$ cat src/pcs_check_pkg.sv
package pcs_check_pkg;

	// Block format of the checked stream
	localparam int NB_DATA = 64;
	localparam int NB_CTRL = 8;

	// One history entry per candidate delay
	localparam int DEPTH = 16;
	localparam int NB_ADDR = $clog2(DEPTH);

	// Delays run from 1 to DEPTH and need one bit more than an address
	localparam int NB_DELAY = NB_ADDR + 1;

	// Counted blocks per candidate window
	localparam int N_BLOCKS = 64;

	// Must hold N_BLOCKS itself, since a full window can be all errors
	localparam int NB_PERIOD = $clog2(N_BLOCKS) + 1;

	// Errors seen after lock
	localparam int NB_ERR = 16;

	// Any non-zero start value works for the xorshift generator
	localparam logic [NB_DATA-1:0] GEN_SEED = 64'h9e37_79b9_7f4a_7c15;

endpackage

$ cat src/shift_memory.sv
module shift_memory
	#(
	parameter type T = logic [pcs_check_pkg::NB_DATA-1:0]
	)
	(
	input  logic                              i_clock,
	input  logic                              i_write_enb,
	input  T                                  i_data,
	input  logic [pcs_check_pkg::NB_ADDR-1:0] i_read_addr,
	input  logic                              i_read_enb,
	output T                                  o_data
	);

	T                                  mem [0:pcs_check_pkg::DEPTH-1];
	logic [pcs_check_pkg::NB_ADDR-1:0] wr_ptr = '0;

	// The write pointer only matters relative to the read age
	always_ff @(posedge i_clock)
	begin
		if (i_write_enb)
		begin
			mem[wr_ptr] <= i_data;
			wr_ptr      <= wr_ptr + pcs_check_pkg::NB_ADDR'(1);
		end
	end

	// Age 0 is the sample written on this same edge
	always_ff @(posedge i_clock)
	begin
		if (i_read_enb)
		begin
			if (i_read_addr == '0)
				o_data <= i_data;
			else
				o_data <= mem[wr_ptr - i_read_addr];
		end
	end

endmodule

$ cat src/tx_pattern_gen.sv
module tx_pattern_gen
	(
	input  logic                              i_clock,
	input  logic                              i_reset,
	input  logic                              i_enable,
	output logic [pcs_check_pkg::NB_DATA-1:0] o_tx_data,
	output logic [pcs_check_pkg::NB_CTRL-1:0] o_tx_ctrl
	);

	logic [pcs_check_pkg::NB_DATA-1:0] state;
	logic [pcs_check_pkg::NB_DATA-1:0] step_a;
	logic [pcs_check_pkg::NB_DATA-1:0] step_b;
	logic [pcs_check_pkg::NB_DATA-1:0] state_nxt;

	// Xorshift64 with the 13, 7, 17 shift triple
	always_comb
	begin
		step_a    = state ^ (state << 13);
		step_b    = step_a ^ (step_a >> 7);
		state_nxt = step_b ^ (step_b << 17);
	end

	always_ff @(posedge i_clock)
	begin
		if (i_reset)
			state <= pcs_check_pkg::GEN_SEED;
		else if (i_enable)
			state <= state_nxt;
	end

	assign o_tx_data = state;

	// Low byte of the state rotated by 32 bits
	assign o_tx_ctrl = state[32 +: pcs_check_pkg::NB_CTRL];

endmodule

$ cat src/link_model.sv
module link_model
	(
	input  logic                               i_clock,
	input  logic                               i_reset,
	input  logic                               i_enable,
	input  logic [pcs_check_pkg::NB_DELAY-1:0] i_link_delay,
	input  logic                               i_inject_error,
	input  logic [pcs_check_pkg::NB_DATA-1:0]  i_tx_data,
	input  logic [pcs_check_pkg::NB_CTRL-1:0]  i_tx_ctrl,
	output logic [pcs_check_pkg::NB_DATA-1:0]  o_rx_data,
	output logic [pcs_check_pkg::NB_CTRL-1:0]  o_rx_ctrl,
	output logic                               o_rx_valid
	);

	logic [pcs_check_pkg::NB_CTRL+pcs_check_pkg::NB_DATA-1:0] wr_block;
	logic [pcs_check_pkg::NB_CTRL+pcs_check_pkg::NB_DATA-1:0] rd_block;
	logic [pcs_check_pkg::NB_DELAY-1:0]                       delay_m1;
	logic [pcs_check_pkg::NB_DELAY-1:0]                       fill_cnt;
	logic                                                     rx_valid;

	// The registered read already adds one cycle of the delay
	assign delay_m1 = i_link_delay - pcs_check_pkg::NB_DELAY'(1);

	// A strobe corrupts data bit 0 of the block entering on the same edge
	assign wr_block = {i_tx_ctrl, i_tx_data ^ pcs_check_pkg::NB_DATA'(i_inject_error)};

	shift_memory
		#(
		.T(logic [pcs_check_pkg::NB_CTRL+pcs_check_pkg::NB_DATA-1:0])
		)
		u_block_mem
		(
		.i_clock     (i_clock),
		.i_write_enb (i_enable),
		.i_data      (wr_block),
		.i_read_addr (delay_m1[pcs_check_pkg::NB_ADDR-1:0]),
		.i_read_enb  (i_enable),
		.o_data      (rd_block)
		);

	// Output is valid once the first post-reset block reaches the read age
	always_ff @(posedge i_clock)
	begin
		if (i_reset)
		begin
			fill_cnt <= '0;
			rx_valid <= 1'b0;
		end
		else if (i_enable && !rx_valid)
		begin
			fill_cnt <= fill_cnt + pcs_check_pkg::NB_DELAY'(1);
			if (fill_cnt == delay_m1)
				rx_valid <= 1'b1;
		end
	end

	assign o_rx_data  = rd_block[pcs_check_pkg::NB_DATA-1:0];
	assign o_rx_ctrl  = rd_block[pcs_check_pkg::NB_DATA +: pcs_check_pkg::NB_CTRL];
	assign o_rx_valid = rx_valid;

endmodule

$ cat src/frame_checker.sv
module frame_checker
	(
	input  logic                               i_clock,
	input  logic                               i_reset,
	input  logic                               i_enable,
	input  logic [pcs_check_pkg::NB_DATA-1:0]  i_tx_data,
	input  logic [pcs_check_pkg::NB_CTRL-1:0]  i_tx_ctrl,
	input  logic [pcs_check_pkg::NB_DATA-1:0]  i_rx_data,
	input  logic [pcs_check_pkg::NB_CTRL-1:0]  i_rx_ctrl,
	input  logic                               i_rx_valid,
	output logic                               o_locked,
	output logic [pcs_check_pkg::NB_DELAY-1:0] o_lock_delay,
	output logic                               o_match_data,
	output logic                               o_match_ctrl,
	output logic [pcs_check_pkg::NB_ERR-1:0]   o_error_count
	);

	logic [pcs_check_pkg::NB_DATA-1:0]   hist_data;
	logic [pcs_check_pkg::NB_CTRL-1:0]   hist_ctrl;
	logic [pcs_check_pkg::NB_ADDR-1:0]   read_ptr;
	logic [pcs_check_pkg::NB_ADDR-1:0]   read_ptr_nxt;
	logic [pcs_check_pkg::NB_ADDR-1:0]   best_ptr;
	logic [pcs_check_pkg::NB_PERIOD-1:0] period_cnt;
	logic [pcs_check_pkg::NB_PERIOD-1:0] current_err;
	logic [pcs_check_pkg::NB_PERIOD-1:0] min_err;
	logic [pcs_check_pkg::NB_PERIOD-1:0] window_err;
	logic [pcs_check_pkg::NB_DELAY-1:0]  lock_delay;
	logic [pcs_check_pkg::NB_ERR-1:0]    error_count;
	logic                                locked;
	logic                                data_eq;
	logic                                ctrl_eq;
	logic                                block_err;
	logic                                search_step;
	logic                                window_end;
	logic                                last_window;
	logic                                new_best;

	// The memories are addressed with the next pointer, so the history
	// output always lines up with the pointer of the current cycle
	shift_memory
		#(
		.T(logic [pcs_check_pkg::NB_DATA-1:0])
		)
		u_data_mem
		(
		.i_clock     (i_clock),
		.i_write_enb (i_enable),
		.i_data      (i_tx_data),
		.i_read_addr (read_ptr_nxt),
		.i_read_enb  (i_enable),
		.o_data      (hist_data)
		);

	shift_memory
		#(
		.T(logic [pcs_check_pkg::NB_CTRL-1:0])
		)
		u_ctrl_mem
		(
		.i_clock     (i_clock),
		.i_write_enb (i_enable),
		.i_data      (i_tx_ctrl),
		.i_read_addr (read_ptr_nxt),
		.i_read_enb  (i_enable),
		.o_data      (hist_ctrl)
		);

	assign data_eq   = (hist_data == i_rx_data);
	assign ctrl_eq   = (hist_ctrl == i_rx_ctrl);
	assign block_err = !(data_eq && ctrl_eq);

	assign search_step = i_enable && i_rx_valid && !locked;
	assign window_end  = (period_cnt == pcs_check_pkg::NB_PERIOD'(pcs_check_pkg::N_BLOCKS - 1));
	assign last_window = (read_ptr == pcs_check_pkg::NB_ADDR'(pcs_check_pkg::DEPTH - 1));

	// Count including the current block, so no block is lost at a boundary
	assign window_err = current_err + pcs_check_pkg::NB_PERIOD'(block_err);

	// Only a strictly smaller count wins, so the earliest candidate keeps a tie
	assign new_best = (window_err < min_err);

	always_comb
	begin
		read_ptr_nxt = read_ptr;
		if (i_reset)
			read_ptr_nxt = '0;
		else if (search_step && window_end)
		begin
			if (!last_window)
				read_ptr_nxt = read_ptr + pcs_check_pkg::NB_ADDR'(1);
			else if (!new_best)
				read_ptr_nxt = best_ptr;
		end
	end

	always_ff @(posedge i_clock)
	begin
		read_ptr <= read_ptr_nxt;
	end

	always_ff @(posedge i_clock)
	begin
		if (i_reset)
		begin
			period_cnt  <= '0;
			current_err <= '0;
			min_err     <= '1;
			best_ptr    <= '0;
			locked      <= 1'b0;
			lock_delay  <= '0;
		end
		else if (search_step)
		begin
			if (window_end)
			begin
				period_cnt  <= '0;
				current_err <= '0;
				if (new_best)
				begin
					min_err  <= window_err;
					best_ptr <= read_ptr;
				end
				// On the last window the next pointer is already the winner
				if (last_window)
				begin
					locked     <= 1'b1;
					lock_delay <= pcs_check_pkg::NB_DELAY'(read_ptr_nxt)
						+ pcs_check_pkg::NB_DELAY'(1);
				end
			end
			else
			begin
				period_cnt  <= period_cnt + pcs_check_pkg::NB_PERIOD'(1);
				current_err <= window_err;
			end
		end
	end

	always_ff @(posedge i_clock)
	begin
		if (i_reset)
			error_count <= '0;
		else if (i_enable && i_rx_valid && locked && block_err)
			error_count <= error_count + pcs_check_pkg::NB_ERR'(1);
	end

	assign o_locked      = locked;
	assign o_lock_delay  = lock_delay;
	assign o_match_data  = locked && data_eq;
	assign o_match_ctrl  = locked && ctrl_eq;
	assign o_error_count = error_count;

endmodule

$ cat src/pcs_check_top.sv
module pcs_check_top
	(
	input  logic                               i_clock,
	input  logic                               i_reset,
	input  logic                               i_enable,
	input  logic [pcs_check_pkg::NB_DELAY-1:0] i_link_delay,
	input  logic                               i_inject_error,
	output logic                               o_locked,
	output logic [pcs_check_pkg::NB_DELAY-1:0] o_lock_delay,
	output logic                               o_match_data,
	output logic                               o_match_ctrl,
	output logic [pcs_check_pkg::NB_ERR-1:0]   o_error_count
	);

	logic [pcs_check_pkg::NB_DATA-1:0] tx_data;
	logic [pcs_check_pkg::NB_CTRL-1:0] tx_ctrl;
	logic [pcs_check_pkg::NB_DATA-1:0] rx_data;
	logic [pcs_check_pkg::NB_CTRL-1:0] rx_ctrl;
	logic                              rx_valid;

	tx_pattern_gen
		u_tx_pattern_gen
		(
		.i_clock   (i_clock),
		.i_reset   (i_reset),
		.i_enable  (i_enable),
		.o_tx_data (tx_data),
		.o_tx_ctrl (tx_ctrl)
		);

	link_model
		u_link_model
		(
		.i_clock        (i_clock),
		.i_reset        (i_reset),
		.i_enable       (i_enable),
		.i_link_delay   (i_link_delay),
		.i_inject_error (i_inject_error),
		.i_tx_data      (tx_data),
		.i_tx_ctrl      (tx_ctrl),
		.o_rx_data      (rx_data),
		.o_rx_ctrl      (rx_ctrl),
		.o_rx_valid     (rx_valid)
		);

	// The checker sees the undelayed transmit stream as its reference
	frame_checker
		u_frame_checker
		(
		.i_clock       (i_clock),
		.i_reset       (i_reset),
		.i_enable      (i_enable),
		.i_tx_data     (tx_data),
		.i_tx_ctrl     (tx_ctrl),
		.i_rx_data     (rx_data),
		.i_rx_ctrl     (rx_ctrl),
		.i_rx_valid    (rx_valid),
		.o_locked      (o_locked),
		.o_lock_delay  (o_lock_delay),
		.o_match_data  (o_match_data),
		.o_match_ctrl  (o_match_ctrl),
		.o_error_count (o_error_count)
		);

endmodule

$ cat config.mk
export PLATFORM = sky130hd
export DESIGN_NAME = pcs_check_top
export DESIGN_NICKNAME = d
export VERILOG_FILES = /design/src/pcs_check_pkg.sv /design/src/shift_memory.sv /design/src/tx_pattern_gen.sv /design/src/link_model.sv /design/src/frame_checker.sv /design/src/pcs_check_top.sv
export SDC_FILE = /design/constraint.sdc
export NUM_CORES = 2
export LEC_CHECK = 0
export BUFFER_PORTS_ARGS = -buffer_cell sky130_fd_sc_hd__buf_2
export CORE_UTILIZATION = 35
export DETAILED_ROUTE_END_ITERATION = 8
export MAX_ROUTING_LAYER = met4
export PLACE_DENSITY = 0.55
export SKIP_CTS_REPAIR_TIMING = 1
export SLEW_MARGIN = 10
export SYNTH_ARGS = -nofsm -noshare
export SYNTH_HDL_FRONTEND = slang
export SYNTH_HIERARCHICAL = 1
export SYNTH_SLANG_ARGS = --single-unit
$ cat constraint.sdc
create_clock -name i_clock -period 18.74 [get_ports i_clock]
set_input_delay 0.937 -clock i_clock [delete_from_list [all_inputs] [get_ports i_clock]]
set_output_delay 0.937 -clock i_clock [all_outputs]
set_load 0.01 [all_outputs]
* Word level (Yosys, flattened, before mapping)
Memory sizes are Yosys's and may differ from the RTL's. A register that Yosys moved wholly into a read port is not among the register bits.
Cells that the tools add are included.
** Storage, ports and cells
- Memories :: 3
- Output and inout bits :: 24
- Register bits after elaboration :: 133
- Word-level logic and storage cells :: 64
- Bits in read-only memories :: 0
- Memory bits (writable) :: 2304
- Input port bits :: 9
- Latch bits :: 0
** Memories
- u_link_model.u_block_mem.mem :: depth 16, width 72, read ports 1, clocked after memory_dff 1, write ports 1, RTL line shift_memory.sv:14 : T mem [0:pcs_check_pkg::DEPTH-1];
- u_frame_checker.u_data_mem.mem :: depth 16, width 64, read ports 1, clocked after memory_dff 1, write ports 1, RTL line shift_memory.sv:14
- u_frame_checker.u_ctrl_mem.mem :: depth 16, width 8, read ports 1, clocked after memory_dff 1, write ports 1, RTL line shift_memory.sv:14
** Cells by class
- Magnitude comparators :: 1
- Shift operators :: 0
- Multiply operators :: 0
- Reductions and logical operators :: 16
- Equal/unequal tests :: 5
- Muxes and demuxes :: 8
- Add/sub/neg operators :: 13
- Div/mod/pow operators :: 0
- Bitwise operators :: 4
** Operators by type and width (count)
- $xor 64x64->64 :: 2
- $eq 64x64->1 :: 1
- $xor 64x1->64 :: 1
- $xor 64x57->64 :: 1
- $add 16x1->16 const B :: 1
- $add 4x1->4 const B :: 4
- $mux 4 :: 4
- $mux 7 :: 2
- $sub 4x4->4 :: 3
- $logic_and 1x1->1 :: 9
- $eq 8x8->1 :: 1
- $add 7x1->7 :: 1
- $add 7x1->7 const B :: 1
- $eq 7x6->1 const B :: 1
- $lt 7x7->1 :: 1
- $reduce_and 3->1 :: 2
- $add 4x1->5 const B :: 1
- $add 5x1->5 const B :: 1
- $eq 5x5->1 :: 1
- $sub 5x1->5 const B :: 1
- $eq 4x4->1 const B :: 1
- $reduce_and 2->1 :: 2
- $logic_not 1->1 :: 3
- $mux 1 :: 2

* Longest topological paths before layout
- Depth in word-level cells :: 10
- Depth in mapped cells :: 24
- Depth with buffers taken out :: 21

* By module
The synthesis kept the hierarchy.
** Modules (own cells, without submodules)
- shift_memory at u_link_model.u_block_mem :: cells each 1957, instances 1, seq. area each 36875.4 um^2, area an instance 47205.3 um^2
- shift_memory at u_frame_checker.u_data_mem :: cells each 1746, instances 1, seq. area each 32791.4 um^2, area an instance 41867.7 um^2
- shift_memory at u_frame_checker.u_ctrl_mem :: cells each 263, instances 1, seq. area each 4204.0 um^2, area an instance 5681.7 um^2
- tx_pattern_gen :: cells each 455, instances 1, seq. area each 1281.2 um^2, area an instance 4624.4 um^2
- frame_checker :: cells each 421, instances 1, seq. area each 1021.0 um^2, area an instance 3502.1 um^2
- link_model :: cells each 45, instances 1, seq. area each 120.1 um^2, area an instance 392.9 um^2

* Worst setup path after synthesis
OpenSTA, ideal clock, no wires.
- Path kind :: input-to-reg
- Start point :: in i_enable
- End point :: mem u_link_model/u_block_mem/mem[3][0] (netlist name) (enable)
- Arrival :: 5912 ps
- Setup time :: 591 ps
- Data required time :: 18149 ps
- Buffers on the path :: 0
- Setup slack :: 12238 ps
- Stages on the path :: 2
- Cell sequence :: nand2_1 -> nor3_1
** Between the ends
- Longest elaborated chain between the ends :: 2
** Ends and longest elaborated chain
- start, declared :: RTL line pcs_check_top.sv:5 : input logic i_enable,
- $mux 1 :: RTL line shift_memory.sv:20 : if (i_write_enb)
- $mux 1 (not written as such) :: RTL line shift_memory.sv:22 : mem[wr_ptr] <= i_data;
- end, declared :: RTL line shift_memory.sv:14
No other way between the ends.

* Final worst setup path
- Start point :: reg u_link_model/u_block_mem/o_data[58] (netlist name), read port of u_link_model.u_block_mem.mem
- End point :: reg u_frame_checker/u_data_mem/o_data[56] (netlist name), read port of u_frame_checker.u_data_mem.mem, data pin
** Between the ends
- Longest elaborated chain between the ends :: 10
** Ends and longest elaborated chain
- start, declared :: RTL line shift_memory.sv:11 : output T o_data
- $eq 64x64->1 :: RTL line frame_checker.sv:68 : assign data_eq = (hist_data == i_rx_data);
- $logic_and 1x1->1 :: RTL line frame_checker.sv:70 : assign block_err = !(data_eq && ctrl_eq);
- $logic_not 1->1 :: RTL line frame_checker.sv:70
- $add 7x1->7 :: RTL line frame_checker.sv:77 : assign window_err = current_err + pcs_check_pkg::NB_PERIOD'(block_err);
- named net u_frame_checker.window_err (one bit) :: RTL line frame_checker.sv:26 : logic [pcs_check_pkg::NB_PERIOD-1:0] window_err;
- $lt 7x7->1 :: RTL line frame_checker.sv:80 : assign new_best = (window_err < min_err);
- $mux 4
- $mux 4 :: RTL line frame_checker.sv:89 : if (!last_window)
- $mux 4 :: RTL line frame_checker.sv:87 : else if (search_step && window_end)
- $mux 4 :: RTL line frame_checker.sv:85 : if (i_reset)
- named net u_frame_checker.read_ptr_nxt (one bit) :: RTL line frame_checker.sv:21 : logic [pcs_check_pkg::NB_ADDR-1:0] read_ptr_nxt;
- $sub 4x4->4 :: RTL line shift_memory.sv:35 : o_data <= mem[wr_ptr - i_read_addr];
- end, declared :: RTL line shift_memory.sv:11
The timed path passes the listed nets, and every way through them passes these cells.
A chain may end at the register's enable or synchronous reset.

==> flow_summary.json <==
{
  "status": "finished, violations left",
  "violations": "design-rule violations",
  "core-area_mm2": 0.2938,
  "multi_input_area_mm2": 0.02557,
  "remaining_drc_errors": 8,
  "cts_tree": "built",
  "r2r.worst_path.cells": 23,
  "cp_common_cell": "ha_1",
  "post-route-period-util": 0.5093,
  "startpoint_type": "flop",
  "yosysTopAreaCellShare": 0.7153,
  "finish.utilization": 0.3994,
  "seqCellArea_mm2": 0.07631,
  "grt_pass1_wl_um": 369100,
  "worst_ir_drop_vdd_uv": 110.9,
  "yosysSeqAreaShare": 0.7387,
  "drv_cap": 0,
  "final.setup.tns_ns": 0,
  "ant_nets": 0,
  "seq_power_share": 0.470,
  "r2r_end": "u_frame_checker/u_data_mem/o_data[56]$_DFFE_PP_",
  "routed_wl_um": 257900,
  "p_clk_frac": 0.344,
  "nets": 5161,
  "num_io_pins": 33,
  "dieArea_mm2": 0.2972,
  "most-common-layout-cells": "edfxtp_1, mux4_2, clkbuf_16, mux2i_1, nor2_1",
  "max_slew_margin": 0.2074,
  "drt_iter0_markers": 4760,
  "drive_gt1_frac": 0.2641,
  "crit_chain": "xor2_1 > nor4_1 > nand4_1 > nor4_4 > buf_4 > nand2_1 > ha_1 > ha_1 > and3_1 > xor2_1 > ha_1 > nand4_1 > and3_1 > o21a_1 > o211a_1 > nor2_1 > inv_1 > fa_4 > buf_12 > buf_4 > mux4_2 > mux2i_1 > a221oi_2",
  "clock-sinks": 2581,
  "ys_top_cells_by_area": "edfxtp_1, mux4_2, mux2i_1",
  "syn_inst": 4887,
  "pwr-share-comb": 0.186,
  "critPathBufInv": 4,
  "insertion_delay_ns": 0.95,
  "critPathKind": "flop to flop",
  "setup_viol": 0,
  "hpwl_um": 136200,
  "min_to": "u_frame_checker/best_ptr[0]$_SDFFE_PP0P_",
  "arrival_ns": 10.13,
  "die_w_um": 545.2,
  "min_path_cells": 2,
  "final_max_slew_viol_count": 0,
  "numPortBuffers": 32,
  "synth.distinct_cells": 84,
  "rows": 199,
  "finalHoldViolCount": 0,
  "cp_slowest_cell": "fa_4",
  "worstMarginPinSlew_ns": 1.189,
  "routedWlPerCell_um": 27.89,
  "synth-warning-count": 6,
  "min_period_ns": 9.545,
  "viasPerCell": 5.369,
  "root_buffer": "clkbuf_16",
  "clkSlewWorstSetupHoldPaths_ns": 0.06,
  "n_fill_cell": 25930,
  "cts_buffer_depth": 4,
  "rsz0062_at_grt": "false",
  "dr.pass1.iters": 7,
  "syn_nets": 4933,
  "ys_ff_latch": 2581,
  "asyncSetResetFlopFracSynth": 0,
  "critical-path-top-delay-family": "simple AND/OR/NAND/NOR gates",
  "min-delay-start": "i_reset",
  "track_usage": 0.1770,
  "synth_edf_count": 2460,
  "hold_path.class": "primary input to flop",
  "antenna_found_initial": 12,
  "required_ns": 19.33,
  "grt_max_degree": 119,
  "dominantRegCellSynth": "edfxtp_1",
  "p_sw_w": 0.004083,
  "clock.fmax_mhz": 104.8,
  "dr_total_vias": 49650,
  "grt_overflow_total": 0,
  "h-tree-depth": 5,
  "syn_area_per_cell_um2": 21.13,
  "initial_core_util": 0.3515,
  "end_kind": "flop",
  "sw_frac_of_total": 0.2650,
  "p_per_area_mw_per_mm2": 131.3,
  "leakagePower_nw": 37.81,
  "synth_top_cell_by_area": "edfxtp_1",
  "slowest_delay_ns": 1.10,
  "intPower_w": 0.01132,
  "hold_ws_ns": 0.2967,
  "r2r_slack_ns": 9.19,
  "numCtsBuffers": 290,
  "die_h_um": 545.2,
  "cp_max_fo": 118,
  "syn_area_mm2": 0.1033,
  "final_common_cell": "edfxtp_1",
  "finClkSkew_ns": 0.08594,
  "gp_congestion": 0.8008,
  "r2r_start": "u_link_model/u_block_mem/o_data[58]$_DFFE_PP_",
  "grt_pass1_vias": 50710,
  "areaGrowthSynthToFinish_pct": 13.63
}
-- power by group through the flow --
stage	clock network [W]	registers [W]	logic (W)
CTS	0.00543	0.00724	0.00289
global route	0.00565	0.00726	0.00307
finish	0.00530	0.00724	0.00287
floorplan	0	0.00754	0.00177
global placement	0	0.00735	0.00282
detailed placement	0	0.00736	0.00288
-- cell usage after synthesis, types with 34 or more instances --
cell type	n
edfxtp_1	2460
mux4_2	564
mux2i_1	293
nor2_1	249
a221oi_2	134
dfxtp_1	121
xor2_1	107
xnor2_1	98
clkbuf_1	89
buf_2	84
nand2_1	63
a21oi_1	57
buf_4	52
nand3_1	36
xnor3_1	35
ha_1	34
-- cell type report --
| type | count | share of cell area |
|---|---|---|
| sequential | 2581 | 0.6502 |
| clock inverter | 139 | 0.009201 |
| timing repair buffer | 216 | 0.01441 |
| inverter | 32 | 0.001024 |
| tap | 3919 | 0.04178 |
| clock buffer | 361 | 0.06536 |
| multi-input combinational | 1994 | 0.2179 |
| antenna | 6 | 0.0001279 |
-- worst register-to-register path: stages, from the launching register on --
cell      delay (ns)
edfxtp_1        0.37
xor2_1          0.20
nor4_1          0.88
nand4_1         0.50
nor4_4          0.49
buf_4           0.33
nand2_1         0.13
ha_1            0.22
ha_1            0.25
and3_1          0.20
xor2_1          0.17
ha_1            0.35
nand4_1         0.10
and3_1          0.24
o21a_1          0.30
o211a_1         0.34
nor2_1          0.37
inv_1           0.17
fa_4            1.10
buf_12          0.62
buf_4           1.09
mux4_2          0.46
mux2i_1         0.24
a221oi_2        0.11
-- registers in the layout, summed over array words and instances (netlist names), 5 cells and up --
signal / count
u_frame_checker/current_err: 7
u_frame_checker/u_ctrl_mem/mem: 128
u_frame_checker/o_error_count: 16
u_frame_checker/min_err: 7
u_link_model/u_block_mem/mem: 1152
u_frame_checker/u_data_mem/o_data: 64
u_frame_checker/u_data_mem/mem: 1024
u_frame_checker/u_ctrl_mem/o_data: 8
u_link_model/fill_cnt: 5
u_frame_checker/period_cnt: 7
u_tx_pattern_gen/o_tx_data: 64
u_link_model/u_block_mem/o_data: 72
u_frame_checker/o_lock_delay: 5
-- metrics by stage --
stage	total power, W	std cells	setup slack [ns]	instance area (um2)
6_report	0.01541	9248	9.195	117400
5_1_grt	0.01597	9243	8.672	117300
4_1_cts	0.01556	9242	9.006	117300
3_5_place_dp	0.01024	8742	9.067	108600
3_3_place_gp	0.01017	8741	8.514	108600
2_1_floorplan	0.009315	4887	12.24	103300
-- kinds of logic after synthesis --
group / after synthesis / synth area share
multiplexers: 886 / 0.1563
AO/OA/AOI/OAI: 308 / 0.03040
buffers and inverters: 312 / 0.01705
adder cells (fa/ha/maj): 37 / 0.004701
AND/OR/NAND/NOR: 502 / 0.02324
flip-flops: 2581 / 0.7387
XOR/XNOR: 261 / 0.02953
-- worst max-delay path by stage --
stage	cells after the start	slack [ns]	from	end
final	23	9.19	u_link_model/u_block_mem/o_data[58]$_DFFE_PP_	u_frame_checker/u_data_mem/o_data[56]$_DFFE_PP_
after global routing	22	8.67	u_link_model/u_block_mem/o_data[14]$_DFFE_PP_	u_frame_checker/u_data_mem/o_data[56]$_DFFE_PP_
after CTS	22	9.01	u_frame_checker/u_data_mem/o_data[33]$_DFFE_PP_	u_frame_checker/u_data_mem/o_data[17]$_DFFE_PP_
after detailed placement	22	9.07	u_frame_checker/u_data_mem/o_data[33]$_DFFE_PP_	u_frame_checker/u_data_mem/o_data[17]$_DFFE_PP_
after global placement	22	8.51	u_link_model/u_block_mem/o_data[22]$_DFFE_PP_	u_frame_checker/u_data_mem/o_data[17]$_DFFE_PP_
after floorplan	2	12.24	i_enable	u_link_model/u_block_mem/mem[3][0]$_DFFE_PP_
-- routing by layer --
layer	up-vias	wire length [um]	GRT usage
met5	-	0	-
met4	0	5237	0.04252
met3	370	17690	0.03417
met2	1608	122200	0.2754
met1	27020	112800	0.2401
li1	20650	-	-
No activity file was read; power rests on OpenSTA's default activity.
